--- src/rtl/mem_stage_params.svh ---
// Width and depth macros of the data-memory stage, included by the package and the RTL blocks
`ifndef MEM_STAGE_PARAMS_SVH
`define MEM_STAGE_PARAMS_SVH

// Address widths
`define VADDR_W 32
`define PADDR_W 20
`define PAGE_BITS 12
`define PPN_W (`PADDR_W - `PAGE_BITS)
`define VPN_W (`VADDR_W - `PAGE_BITS)

// Data widths
`define WORD_W 32
`define LINE_W 128

// Table and buffer sizes
`define TLB_ENTRIES 4
`define SB_DEPTH 4

`endif

--- src/rtl/mem_stage_pkg.sv ---
// Shared types of the data-memory stage, imported by each RTL block that needs them
`include "mem_stage_params.svh"

package mem_stage_pkg;

	typedef logic [`VADDR_W-1:0] vaddr_t;
	typedef logic [`PADDR_W-1:0] paddr_t;
	typedef logic [`VPN_W-1:0] vpn_t;
	typedef logic [`PPN_W-1:0] ppn_t;

	typedef logic [`WORD_W-1:0] word_t;
	typedef logic [`LINE_W-1:0] line_t;

	// One extra bit so a full buffer can be told from an empty one
	typedef logic [$clog2(`SB_DEPTH):0] sb_count_t;

	// Load controller states
	typedef enum logic [1:0] {
		IDLE,
		DRAIN_WAIT,
		MEM_WAIT,
		RESPOND
	} load_state_e;

endpackage

--- src/rtl/mem_req_if.sv ---
// Translated and checked request passed from the data TLB to the store buffer and load controller
`timescale 1ns/1ps

interface mem_req_if;
	import mem_stage_pkg::*;

	logic valid;
	logic store;
	logic byte_access;
	paddr_t paddr;
	word_t wdata;

	modport tlb (
		output valid,
		output store,
		output byte_access,
		output paddr,
		output wdata
	);

	modport user (
		input valid,
		input store,
		input byte_access,
		input paddr,
		input wdata
	);

endinterface

--- src/rtl/dtlb.sv ---
// Data TLB that maps virtual pages to physical pages and flags faults and misaligned accesses
`timescale 1ns/1ps
`include "mem_stage_params.svh"

module dtlb (
	input  logic                  clk_i,
	input  logic                  rst_n_i,
	input  logic                  req_valid_i,
	input  logic                  req_store_i,
	input  logic                  req_byte_i,
	input  mem_stage_pkg::vaddr_t req_vaddr_i,
	input  mem_stage_pkg::word_t  req_wdata_i,
	input  logic                  stall_i,
	input  logic                  tlb_write_i,
	input  mem_stage_pkg::vpn_t   tlb_vpn_i,
	input  mem_stage_pkg::ppn_t   tlb_ppn_i,
	mem_req_if.tlb                req,
	output logic                  fault_o,
	output logic                  misalign_o
);
	import mem_stage_pkg::*;

	localparam int IDX_W = $clog2(`TLB_ENTRIES);

	logic [`TLB_ENTRIES-1:0] entry_valid;
	vpn_t entry_vpn [`TLB_ENTRIES];
	ppn_t entry_ppn [`TLB_ENTRIES];
	logic [IDX_W-1:0] wr_ptr;
	logic [IDX_W-1:0] wr_idx;
	logic wr_match;
	logic hit;
	ppn_t hit_ppn;
	logic unaligned;
	logic accept;
	logic dup_vpn;

	// An existing vpn is rewritten in place, otherwise the round-robin slot is used
	always_comb begin
		wr_match = 1'b0;
		wr_idx = wr_ptr;
		hit = 1'b0;
		hit_ppn = '0;
		for (int i = 0; i < `TLB_ENTRIES; i++) begin
			if (entry_valid[i] && entry_vpn[i] == tlb_vpn_i) begin
				wr_match = 1'b1;
				wr_idx = IDX_W'(i);
			end
			if (entry_valid[i] && entry_vpn[i] == req_vaddr_i[`VADDR_W-1:`PAGE_BITS]) begin
				hit = 1'b1;
				hit_ppn = entry_ppn[i];
			end
		end
	end

	always_ff @(posedge clk_i or negedge rst_n_i) begin
		if (!rst_n_i) begin
			entry_valid <= '0;
			wr_ptr <= '0;
		end else if (tlb_write_i) begin
			entry_valid[wr_idx] <= 1'b1;
			if (!wr_match)
				wr_ptr <= wr_ptr + 1'b1;
		end
	end

	always_ff @(posedge clk_i) begin
		if (tlb_write_i) begin
			entry_vpn[wr_idx] <= tlb_vpn_i;
			entry_ppn[wr_idx] <= tlb_ppn_i;
		end
	end

	// Byte accesses are always aligned
	assign unaligned = !req_byte_i && (req_vaddr_i[1:0] != 2'b00);
	assign accept = req_valid_i && !stall_i;

	assign req.valid = req_valid_i && hit && !unaligned;
	assign req.store = req_store_i;
	assign req.byte_access = req_byte_i;
	assign req.paddr = {hit_ppn, req_vaddr_i[`PAGE_BITS-1:0]};
	assign req.wdata = req_wdata_i;

	always_ff @(posedge clk_i or negedge rst_n_i) begin
		if (!rst_n_i) begin
			fault_o <= 1'b0;
			misalign_o <= 1'b0;
		end else begin
			fault_o <= accept && !hit;
			misalign_o <= accept && hit && unaligned;
		end
	end

	always_comb begin
		dup_vpn = 1'b0;
		for (int i = 0; i < `TLB_ENTRIES; i++)
			for (int j = i + 1; j < `TLB_ENTRIES; j++)
				if (entry_valid[i] && entry_valid[j] && entry_vpn[i] == entry_vpn[j])
					dup_vpn = 1'b1;
	end

	assert property (@(posedge clk_i) disable iff (!rst_n_i) !dup_vpn)
		else $error("dtlb: two valid entries hold the same vpn");

endmodule

--- src/rtl/store_buffer.sv ---
// Store FIFO that holds stores until commit, forwards them to loads and drains them to memory
`timescale 1ns/1ps
`include "mem_stage_params.svh"

module store_buffer (
	input  logic                  clk_i,
	input  logic                  rst_n_i,
	mem_req_if.user               req,
	input  logic                  stall_i,
	input  logic                  commit_i,
	output logic                  full_o,
	output logic                  fwd_hit_o,
	output mem_stage_pkg::word_t  fwd_data_o,
	output logic                  overlap_o,
	output logic                  mem_write_enable_o,
	output logic                  mem_write_byte_o,
	output mem_stage_pkg::paddr_t mem_write_addr_o,
	output mem_stage_pkg::word_t  mem_write_data_o
);
	import mem_stage_pkg::*;

	localparam int PTR_W = $clog2(`SB_DEPTH);

	paddr_t sb_addr [`SB_DEPTH];
	word_t sb_data [`SB_DEPTH];
	logic [`SB_DEPTH-1:0] sb_byte;
	logic [PTR_W-1:0] head;
	logic [PTR_W-1:0] tail;
	logic [PTR_W-1:0] idx;
	sb_count_t count;
	logic push;
	logic is_load;
	logic found;
	logic found_exact;
	word_t found_data;

	assign push = req.valid && req.store && !stall_i;
	assign is_load = req.valid && !req.store;
	assign full_o = (count == sb_count_t'(`SB_DEPTH));

	always_ff @(posedge clk_i or negedge rst_n_i) begin
		if (!rst_n_i) begin
			head <= '0;
			tail <= '0;
			count <= '0;
			mem_write_enable_o <= 1'b0;
		end else begin
			if (push)
				tail <= tail + 1'b1;
			if (commit_i)
				head <= head + 1'b1;
			count <= count + sb_count_t'(push) - sb_count_t'(commit_i);
			mem_write_enable_o <= commit_i;
		end
	end

	// Oldest entry leaves on commit and reaches memory one cycle later
	always_ff @(posedge clk_i) begin
		if (push) begin
			sb_addr[tail] <= req.paddr;
			sb_data[tail] <= req.wdata;
			sb_byte[tail] <= req.byte_access;
		end
		if (commit_i) begin
			mem_write_addr_o <= sb_addr[head];
			mem_write_data_o <= sb_data[head];
			mem_write_byte_o <= sb_byte[head];
		end
	end

	// Walked oldest to youngest, so the youngest same-word store decides
	always_comb begin
		found = 1'b0;
		found_exact = 1'b0;
		found_data = '0;
		idx = head;
		for (int i = 0; i < `SB_DEPTH; i++) begin
			if (sb_count_t'(i) < count &&
			    sb_addr[idx][`PADDR_W-1:2] == req.paddr[`PADDR_W-1:2]) begin
				found = 1'b1;
				found_exact = (sb_addr[idx] == req.paddr) && (sb_byte[idx] == req.byte_access);
				found_data = sb_data[idx];
			end
			idx = idx + 1'b1;
		end
	end

	assign fwd_hit_o = is_load && found && found_exact;
	assign overlap_o = is_load && found && !found_exact;
	assign fwd_data_o = req.byte_access ? {{(`WORD_W-8){1'b0}}, found_data[7:0]} : found_data;

	assert property (@(posedge clk_i) disable iff (!rst_n_i) commit_i |-> count != '0)
		else $error("store_buffer: commit while empty");

	assert property (@(posedge clk_i) disable iff (!rst_n_i) push |-> !full_o)
		else $error("store_buffer: push while full");

endmodule

--- src/rtl/load_miss_ctrl.sv ---
// Load controller that raises the stall, fetches missing lines and returns load data
`timescale 1ns/1ps
`include "mem_stage_params.svh"

module load_miss_ctrl (
	input  logic                  clk_i,
	input  logic                  rst_n_i,
	mem_req_if.user               req,
	input  logic                  sb_full_i,
	input  logic                  fwd_hit_i,
	input  mem_stage_pkg::word_t  fwd_data_i,
	input  logic                  overlap_i,
	input  logic                  mem_data_ready_i,
	input  mem_stage_pkg::line_t  mem_data_i,
	input  mem_stage_pkg::paddr_t mem_addr_i,
	output logic                  stall_o,
	output logic                  mem_read_o,
	output mem_stage_pkg::paddr_t mem_read_addr_o,
	output logic                  load_valid_o,
	output mem_stage_pkg::word_t  load_data_o
);
	import mem_stage_pkg::*;

	load_state_e state;
	load_state_e state_next;
	paddr_t pend_addr;
	logic pend_byte;
	logic is_load;
	logic load_accept;
	logic line_ready;
	word_t line_word;
	word_t line_data;

	assign is_load = req.valid && !req.store;
	assign load_accept = is_load && !stall_o;
	assign mem_read_o = (state == MEM_WAIT);
	assign mem_read_addr_o = {pend_addr[`PADDR_W-1:4], 4'b0000};
	assign line_ready = mem_read_o && mem_data_ready_i && (mem_addr_i == mem_read_addr_o);

	// Full buffer holds stores, a partial overlap holds loads until it drains
	always_comb begin
		if (state == MEM_WAIT || state == RESPOND)
			stall_o = 1'b1;
		else
			stall_o = (req.valid && req.store && sb_full_i) || (is_load && overlap_i);
	end

	always_comb begin
		state_next = state;
		case (state)
			IDLE, DRAIN_WAIT: begin
				if (load_accept && !fwd_hit_i)
					state_next = MEM_WAIT;
				else if (is_load && overlap_i)
					state_next = DRAIN_WAIT;
				else
					state_next = IDLE;
			end
			MEM_WAIT: begin
				if (line_ready)
					state_next = RESPOND;
			end
			default: state_next = IDLE;
		endcase
	end

	assign line_word = mem_data_i[pend_addr[3:2]*`WORD_W +: `WORD_W];
	assign line_data = pend_byte ? {{(`WORD_W-8){1'b0}}, line_word[pend_addr[1:0]*8 +: 8]} :
	                               line_word;

	always_ff @(posedge clk_i or negedge rst_n_i) begin
		if (!rst_n_i) begin
			state <= IDLE;
			load_valid_o <= 1'b0;
		end else begin
			state <= state_next;
			load_valid_o <= (load_accept && fwd_hit_i) || line_ready;
		end
	end

	always_ff @(posedge clk_i) begin
		if (load_accept) begin
			pend_addr <= req.paddr;
			pend_byte <= req.byte_access;
		end
		if (load_accept && fwd_hit_i)
			load_data_o <= fwd_data_i;
		else if (line_ready)
			load_data_o <= line_data;
	end

	assert property (@(posedge clk_i) disable iff (!rst_n_i)
		mem_read_o && !line_ready |=> mem_read_o && $stable(mem_read_addr_o))
		else $error("load_miss_ctrl: read request dropped before its line returned");

endmodule

--- src/rtl/mem_stage.sv ---
// Top level of the data-memory stage joining the TLB, store buffer and load controller
`timescale 1ns/1ps

module mem_stage (
	input  logic                  clk_i,
	input  logic                  rst_n_i,
	input  logic                  req_valid_i,
	input  logic                  req_store_i,
	input  logic                  req_byte_i,
	input  mem_stage_pkg::vaddr_t req_vaddr_i,
	input  mem_stage_pkg::word_t  req_wdata_i,
	input  logic                  tlb_write_i,
	input  mem_stage_pkg::vpn_t   tlb_vpn_i,
	input  mem_stage_pkg::ppn_t   tlb_ppn_i,
	input  logic                  commit_i,
	input  logic                  mem_data_ready_i,
	input  mem_stage_pkg::line_t  mem_data_i,
	input  mem_stage_pkg::paddr_t mem_addr_i,
	output logic                  stall_o,
	output logic                  sb_full_o,
	output logic                  fault_o,
	output logic                  misalign_o,
	output logic                  load_valid_o,
	output mem_stage_pkg::word_t  load_data_o,
	output logic                  mem_read_o,
	output mem_stage_pkg::paddr_t mem_read_addr_o,
	output logic                  mem_write_enable_o,
	output logic                  mem_write_byte_o,
	output mem_stage_pkg::paddr_t mem_write_addr_o,
	output mem_stage_pkg::word_t  mem_write_data_o
);
	import mem_stage_pkg::*;

	logic fwd_hit;
	word_t fwd_data;
	logic overlap;

	mem_req_if req_if ();

	dtlb dtlb_inst (
		.clk_i       (clk_i),
		.rst_n_i     (rst_n_i),
		.req_valid_i (req_valid_i),
		.req_store_i (req_store_i),
		.req_byte_i  (req_byte_i),
		.req_vaddr_i (req_vaddr_i),
		.req_wdata_i (req_wdata_i),
		.stall_i     (stall_o),
		.tlb_write_i (tlb_write_i),
		.tlb_vpn_i   (tlb_vpn_i),
		.tlb_ppn_i   (tlb_ppn_i),
		.req         (req_if),
		.fault_o     (fault_o),
		.misalign_o  (misalign_o)
	);

	store_buffer store_buffer_inst (
		.clk_i              (clk_i),
		.rst_n_i            (rst_n_i),
		.req                (req_if),
		.stall_i            (stall_o),
		.commit_i           (commit_i),
		.full_o             (sb_full_o),
		.fwd_hit_o          (fwd_hit),
		.fwd_data_o         (fwd_data),
		.overlap_o          (overlap),
		.mem_write_enable_o (mem_write_enable_o),
		.mem_write_byte_o   (mem_write_byte_o),
		.mem_write_addr_o   (mem_write_addr_o),
		.mem_write_data_o   (mem_write_data_o)
	);

	load_miss_ctrl load_miss_ctrl_inst (
		.clk_i            (clk_i),
		.rst_n_i          (rst_n_i),
		.req              (req_if),
		.sb_full_i        (sb_full_o),
		.fwd_hit_i        (fwd_hit),
		.fwd_data_i       (fwd_data),
		.overlap_i        (overlap),
		.mem_data_ready_i (mem_data_ready_i),
		.mem_data_i       (mem_data_i),
		.mem_addr_i       (mem_addr_i),
		.stall_o          (stall_o),
		.mem_read_o       (mem_read_o),
		.mem_read_addr_o  (mem_read_addr_o),
		.load_valid_o     (load_valid_o),
		.load_data_o      (load_data_o)
	);

endmodule

--- config.mk ---
export PLATFORM = sky130hd
export DESIGN_NAME = mem_stage
export DESIGN_NICKNAME = d
export VERILOG_FILES = /design/src/rtl/mem_stage_pkg.sv /design/src/rtl/mem_req_if.sv /design/src/rtl/dtlb.sv /design/src/rtl/store_buffer.sv /design/src/rtl/load_miss_ctrl.sv /design/src/rtl/mem_stage.sv
export VERILOG_INCLUDE_DIRS = /design/src /design/src/rtl
export SDC_FILE = /design/constraint.sdc
export NUM_CORES = 1
export LEC_CHECK = 0
export CORE_UTILIZATION = 47
export DETAILED_ROUTE_END_ITERATION = 16
export DONT_BUFFER_PORTS = 1
export PLACE_DENSITY_LB_ADDON = 0.1
export SLEW_MARGIN = 5
export SYNTH_ARGS = -nofsm -noshare
export SYNTH_HDL_FRONTEND = slang
export SYNTH_SLANG_ARGS = --single-unit
--- constraint.sdc ---
create_clock -name clk_i -period 7.6 [get_ports clk_i]
set_clock_uncertainty 0.05 [all_clocks]
set_input_delay 1.52 -clock clk_i [delete_from_list [all_inputs] [get_ports clk_i]]
set_output_delay 1.52 -clock clk_i [all_outputs]
set_load 0.01 [all_outputs]
Word-level counts from Yosys, hierarchy flattened:

Memories as Yosys holds them, arrays and structs flattened.
Index checks and enable logic that the tools add are counted.

* flip-flop bits (word level): 129
* latch bits: 0
* memory bits (writable): 320
* bits in read-only memories: 0
* bits of input ports: 248
* output and inout bits: 112
* logic and storage cells: 177
* memories kept: 4

Memory list
* store_buffer_inst.sb_data: words 4, bits a word 32, rd ports 4, clocked after memory_dff 0, write ports 1, line store_buffer.sv:25 `` word_t sb_data [`SB_DEPTH]; ``
* dtlb_inst.entry_vpn: words 4, bits a word 20, rd ports 4, clocked after memory_dff 0, write ports 1, line dtlb.sv:26 `` vpn_t entry_vpn [`TLB_ENTRIES]; ``
* store_buffer_inst.sb_addr: words 4, bits a word 20, rd ports 4, clocked after memory_dff 0, write ports 1, line store_buffer.sv:24 `` paddr_t sb_addr [`SB_DEPTH]; ``
* dtlb_inst.entry_ppn: words 4, bits a word 8, rd ports 4, clocked after memory_dff 0, write ports 1, line dtlb.sv:27 `` ppn_t entry_ppn [`TLB_ENTRIES]; ``

* $add $sub $neg: 7
* multiply operators: 0
* divide/modulo/power cells: 0
* order comparisons: 12
* equal/unequal tests: 26
* shift operators: 2
* muxes and demuxes: 54
* bitwise gates (word level): 2
* reduce and logical (&&, ||, !) cells: 53

Operators with widths (count)
* 20-bit == test: 13
* 32-bit two-way mux: 8
* 128-bit by 8-bit indexed part select with 32-bit output: 1
* 18-bit == test: 4
* 1-bit logical AND: 38
* 8-bit two-way mux: 4
* 32-bit by 6-bit indexed part select with 8-bit output: 1
* 1-bit two-way mux: 28
* 2-bit by 3-bit less-than comparator with 1-bit output, second input constant: 6
* 2-bit two-way mux: 6
* 2-bit by 1-bit adder with 2-bit output, second input constant: 5
* 1-bit binary-select mux with 2-bit select: 4
* 1-bit logical NOT: 7
* 1-bit by 3-bit less-than comparator with 1-bit output, first input constant: 2
* 2-bit by 3-bit less-than comparator with 1-bit output, first input constant: 2
* 4-bit bitwise mux: 1
* 1-bit demux with 2-bit select: 2
* 1-bit == test: 4
* 2-bit == test, second input constant: 2
* 2-bit by 1-bit >= comparator with 1-bit output, second input constant: 2
* 4-bit bitwise OR: 1
* 2-bit case mux with 2 select lines: 1
* 2-bit nonzero test: 2
* 3-bit by 1-bit adder with 3-bit output: 1
* other kinds (9): 11

Longest topological paths before layout:

An unclocked memory read counts as a cell.

* depth after elaboration: 23
* mapped depth: 18
* mapped depth without buffers: 12

Modules after synthesis:

Synthesis repeated with hierarchy kept, for this count alone.

* cells, all modules: 1863
* area total of the unflattened synthesis: 25854.8 µm²

By module, submodules not included
* store_buffer: times used 1, cells an instance 1107, area an instance 15205.8 µm², seq. area each 8157.8 µm²
* dtlb: times used 1, cells an instance 489, area an instance 6402.4 µm², seq. area each 3563.4 µm²
* load_miss_ctrl: times used 1, cells an instance 267, area an instance 4246.6 µm², seq. area each 1666.6 µm²

Least setup slack after synthesis:

No wires, ideal clock.

* path type: input port to flip-flop
* start: in req_vaddr_i[26]
* end: reg load_miss_ctrl_inst.load_data_o[0] (enable)
* library setup time: 0.472 ns
* data arrival time: 6.981 ns
* data required time: 7.078 ns
* slack: 0.097 ns
* stages: 14
* path buffers: 2
* path through: clkbuf_1 xnor2_1 nand2_1 or4_1 buf_2 a2111oi_0 o311ai_0 mux2_2 nor3b_1 nand4b_1 or2_2 a21boi_1 nor2_1 o31ai_1

* word-level cells in the longest chain between the ends: 21
* elaborated cells between the ends (all ways): 56
* those cells by class: eq/ne: 12; mux: 17; reduce/logical: 27

Ends and longest elaborated chain
* start: declaration: line mem_stage.sv:10 `input mem_stage_pkg::vaddr_t req_vaddr_i,`
* 20-bit == test: line dtlb.sv:48 `` if (entry_valid[i] && entry_vpn[i] == req_vaddr_i[`VADDR_W-1:`PAGE_BITS]) begin ``
* 1-bit logical AND: line dtlb.sv:48
* 8-bit two-way mux (4 in a row): line dtlb.sv:48
* 20-bit == test / 18-bit == test (equally long branches): line store_buffer.sv:81, store_buffer.sv:79
* 1-bit logical AND (on tied branches): line store_buffer.sv:81, store_buffer.sv:78
* 1-bit two-way mux (4 in a row): line store_buffer.sv:78 `if (sb_count_t'(i) < count &&`
* 1-bit logical NOT / 1-bit logical AND (equally long branches): line store_buffer.sv:89, store_buffer.sv:88
* 1-bit logical AND: line store_buffer.sv:89 `assign overlap_o = is_load && found && !found_exact;`
* 1-bit logical AND: line load_miss_ctrl.sv:45 `stall_o = (req.valid && req.store && sb_full_i) || (is_load && overlap_i);`
* 1-bit logical OR: line load_miss_ctrl.sv:45
* 1-bit two-way mux: line load_miss_ctrl.sv:42 `if (state == MEM_WAIT || state == RESPOND)`
* 1-bit logical NOT: line load_miss_ctrl.sv:35 `assign load_accept = is_load && !stall_o;`
* 1-bit logical AND: line load_miss_ctrl.sv:35
* 1-bit logical AND *: line load_miss_ctrl.sv:86 `if (load_accept && fwd_hit_i)`
* 2-bit nonzero test (no source line) *
* end signal: assignment: line load_miss_ctrl.sv:87 `load_data_o <= fwd_data_i;`
* end signal: assignment: line load_miss_ctrl.sv:89 `load_data_o <= line_data;`
* end: declaration: line load_miss_ctrl.sv:20 `output mem_stage_pkg::word_t load_data_o`

Every way passes the cells marked *; elsewhere a longest branch is shown, timed or not.
A chain may end at the register's enable or synchronous reset.

Worst setup path in the final report:

* start: in req_vaddr_i[21]
* end: out stall_o

* word-level cells in the longest chain between the ends: 17
* elaborated cells between the ends (all ways): 51
* those cells by class: eq/ne: 12; mux: 17; reduce/logical: 22

Ends and longest elaborated chain
* 20-bit == test: line dtlb.sv:48
* 1-bit logical AND: line dtlb.sv:48
* 8-bit two-way mux (3 in a row): line dtlb.sv:48
* 8-bit two-way mux *: line dtlb.sv:48
* net dtlb_inst.hit_ppn[6]: line dtlb.sv:32 `ppn_t hit_ppn;`
* 20-bit == test / 18-bit == test (equally long branches): line store_buffer.sv:81, store_buffer.sv:79
* 1-bit logical AND (on tied branches): line store_buffer.sv:81, store_buffer.sv:78
* 1-bit two-way mux (4 in a row): line store_buffer.sv:78
* 1-bit logical NOT / 1-bit logical AND (equally long branches): line store_buffer.sv:89
* 1-bit logical AND *: line store_buffer.sv:89
* 1-bit logical AND *: line load_miss_ctrl.sv:45
* 1-bit logical OR *: line load_miss_ctrl.sv:45
* 1-bit two-way mux *: line load_miss_ctrl.sv:42
* end: declaration: line mem_stage.sv:19 `output logic stall_o,`

The timed path passes the listed nets; every way through them passes the cells marked *.

==> impl_metrics.toml <==
[finish]
final_cell_mix = "edfxtp_1 (430), xnor2_1 (173), mux2i_1 (160)"
fin_nets = 2178
fin_cells = 2661
area_delta_synth_final_pct = 9.45
drive_above_1_share_pct = 17.7
layout_commonest_cell = "edfxtp_1"

[yosys]
synth_cell_type_count = 79
synth.yosys.warnings = 0
netlist_instances = 1957
syn_area_um2 = 25500
synth_edf_count = 430
ys_seq_area_share_pct = 52.5
async_reset_ff_share_pct = 4.23
ys.flop_type = "edfxtp_1"
syn_area_per_cell_um2 = 13.0
ys_ff_latch = 449

[drt]
drt_iter0_markers = 1654
drcViolationCount = 0
drt_wl_total_um = 78200
firstDrtPassIters = 5
vias = 17000
antenna_left = 0
routed_via_density = 6.39
wl_per_cell_um = 29.4

[sta]
slew_viol_final = 0
rsz0062_at_grt = "false"
setup_slack_ns = 0.346
relSlewSlack_pct = 33.0
setup_viol = 0
hold_violations = 0
setup-tns-final_ns = 0
period_minus_slack_ns = 7.25
max_freq_mhz = 138
finalCritPeriodShare_pct = 95.4
worstMarginPinSlew_ns = 1.00

[floorplan]
fp.dieW_um = 235
top_level_ports = 360
fp.dieH_um = 235
die_area_um2 = 55200
start_util_pct = 47.5
core_area_um2 = 53700
rows = 85

[place]
place_inst = 2566
pre_cts_ws_ns = 0.482
hpwl_um = 56300
port_buffers = 0
gp_congestion = 0.915

[setup_path]
reg2reg_depth = 15
cpMaxStageDelayCell = "or4_1"
crit_chain = "xnor2_1, nand4_1, or4_1, a2111o_1, a311oi_1, a21o_1, xor2_1, a2111oi_1, buf_4, a31oi_4, a21boi_1, nor2_1, a21bo_2"
rrSetupSlack_ns = 1.76
r2r_start = "store_buffer_inst.head[0]$_DFFE_PN0P_"
worst_setup_path_end_kind = "primary output"
criticalPathCategory = "in -> out"
crit_fanout = 9
r2r_end = "load_miss_ctrl_inst.load_data_o[16]$_DFFE_PP_"
critPathMaxStageDelay_ns = 0.66
crit_arrival_ns = 5.68
cp.required_ns = 6.03
crit_path_start_kind = "primary input"

[grt]
grt_pass1_wl_um = 114000
grt_overflow = 0
antenna_found_initial = 8
grt_max_degree = 85
grt_pass1_vias = 16800
grt_usage_pct = 27.9

[min_path]
holdPathEnd = "dtlb_inst.wr_ptr[1]$_DFFE_PN0P_"
worstHoldStart = "dtlb_inst.wr_ptr[1]$_DFFE_PN0P_"
whs_path_depth = 1
hp-class = "reg -> reg"

[power_and_ir_drop]
peakVddDrop_mv = 0.222
p_leak_nw = 9.48
p_per_area_nw_per_um2 = 294

[clock_tree]
htreeDepth = 2
cts-root-buf = "clkbuf_16"
cts_hold_buf = 0
cts_tree = "built"
clk_latency_ns = 0.60
cts_sinks = 449
cts_setup_buffers = 0
cts_buffers = 49
post_cts_resized = 0
clk_pin_slew_worst_paths_ns = 0.06
clockBufferDepth = 3

[outcome]
outcome = "complete, no violations"

[job]
maxCapViolCount = 0
## through the flow
step           util, %  total power, mW  area [µm²]  hold WS (ns)
3_3_place_gp      48.9             5.74       26200         0.413
2_1_floorplan        -             5.19       25500         0.384
4_1_cts           51.9             8.24       27900         0.424
6_report          52.0             8.20       27900         0.423
3_5_place_dp      48.9             5.77       26200         0.410
5_1_grt           52.0             8.57       27900         0.453
## power by group
| group | switching, mW | leakage, nW | internal (mW) |
|---|---|---|---|
| logic | 1.32 | 4.56 | 1.11 |
| clock network | 1.03 | 0.794 | 1.44 |
| registers | 0.310 | 4.13 | 3.00 |
| total | 2.66 | 9.48 | 5.54 |
## registers in the layout, summed over array words and instances, names as in the netlist, 2 cells and up
name and cells:
dtlb_inst.entry_vpn 80, store_buffer_inst.mem_write_data_o 32, dtlb_inst.entry_valid 4, load_miss_ctrl_inst.load_data_o 32, store_buffer_inst.tail 2, store_buffer_inst.count 3
store_buffer_inst.mem_write_addr_o 20, store_buffer_inst.sb_addr 80, load_miss_ctrl_inst.pend_addr 20, load_miss_ctrl_inst.state 2, store_buffer_inst.head 2, store_buffer_inst.sb_byte 4
dtlb_inst.entry_ppn 32, dtlb_inst.wr_ptr 2, store_buffer_inst.sb_data 128
## Yosys cell counts, types with 9 or more instances
| cell | count | area share (%) |
|---|---|---|
| nand2b_1 | 27 | 0.66 |
| o221ai_1 | 24 | 0.82 |
| mux2i_1 | 160 | 6.3 |
| xor2_1 | 72 | 2.5 |
| nand2_1 | 71 | 1.0 |
| and2_1 | 24 | 0.59 |
| nor2_1 | 61 | 0.90 |
| inv_1 | 33 | 0.49 |
| and3_1 | 36 | 0.88 |
| nand4_1 | 58 | 1.4 |
| buf_2 | 32 | 0.63 |
| a21oi_1 | 83 | 1.6 |
| mux4_2 | 87 | 7.7 |
| buf_1 | 13 | 0.19 |
| xnor2_1 | 173 | 5.9 |
| edfxtp_1 | 430 | 51 |
| o21ai_0 | 85 | 1.7 |
| buf_4 | 22 | 0.65 |
| mux2_2 | 74 | 3.3 |
| nand3_1 | 27 | 0.53 |
| a211oi_1 | 16 | 0.47 |
| or2_2 | 9 | 0.22 |
| dfrtp_1 | 19 | 1.9 |
| nor4_1 | 26 | 0.64 |
| a31oi_1 | 13 | 0.32 |
| nor3_1 | 18 | 0.35 |
| a221oi_1 | 34 | 1.2 |
| and4_1 | 10 | 0.34 |
| clkbuf_1 | 82 | 1.2 |
## how the worst max path moves through the flow
| stage | end | slack, ns | cells after the start | from |
|---|---|---|---|---|
| 2_1_floorplan | load_miss_ctrl_inst.load_data_o[0]$_DFFE_PP_ | 0.1 | 14 | req_vaddr_i[26] |
| 3_3_place_gp | stall_o | 0.45 | 13 | req_vaddr_i[23] |
| 3_5_place_dp | stall_o | 0.48 | 12 | req_vaddr_i[23] |
| 4_1_cts | stall_o | 0.48 | 13 | req_vaddr_i[23] |
| 5_1_grt | stall_o | 0.06 | 13 | req_vaddr_i[23] |
| 6_report | stall_o | 0.35 | 13 | req_vaddr_i[21] |
## worst max-delay path, delay by kind of cell
family / cells / cell delay, ns
buffers and inverters: 1 / 0.23
and+or+nand+nor: 3 / 1.21
xor gates and xnor gates: 2 / 0.41
AOI/OAI and AO/OA: 7 / 2.30
## routing by layer
metal	GRT usage [%]	vias up	share of wire, %
met4	8.01	4	2.4
li1	-	7569	-
met2	45.8	714	48
met3	5.53	107	6.9
met5	0	-	0.037
met1	37.7	8612	43
## cell type report
cell class | instances | area (µm²)
clock inverters | 31 | 360
flip-flops and latches | 449 | 13400
diodes | 3 | 7.51
fillers | 4521 | 25800
multi-input cells | 1320 | 11300
inverters | 34 | 128
clock buffers | 61 | 1300
repair buffers | 67 | 528
well taps | 696 | 871
## cell families after synthesis
logic type | count (synthesis) | synth area share [%]
compound gates | 346 | 9.27
xor+xnor | 245 | 8.42
fa+ha+maj | 9 | 0.471
buf+inv | 191 | 3.50
flops | 449 | 52.5
mux | 321 | 17.2
other cells | 1 | 0.0147
simple gates | 395 | 8.59
No activity file was read; power rests on OpenSTA's default activity.
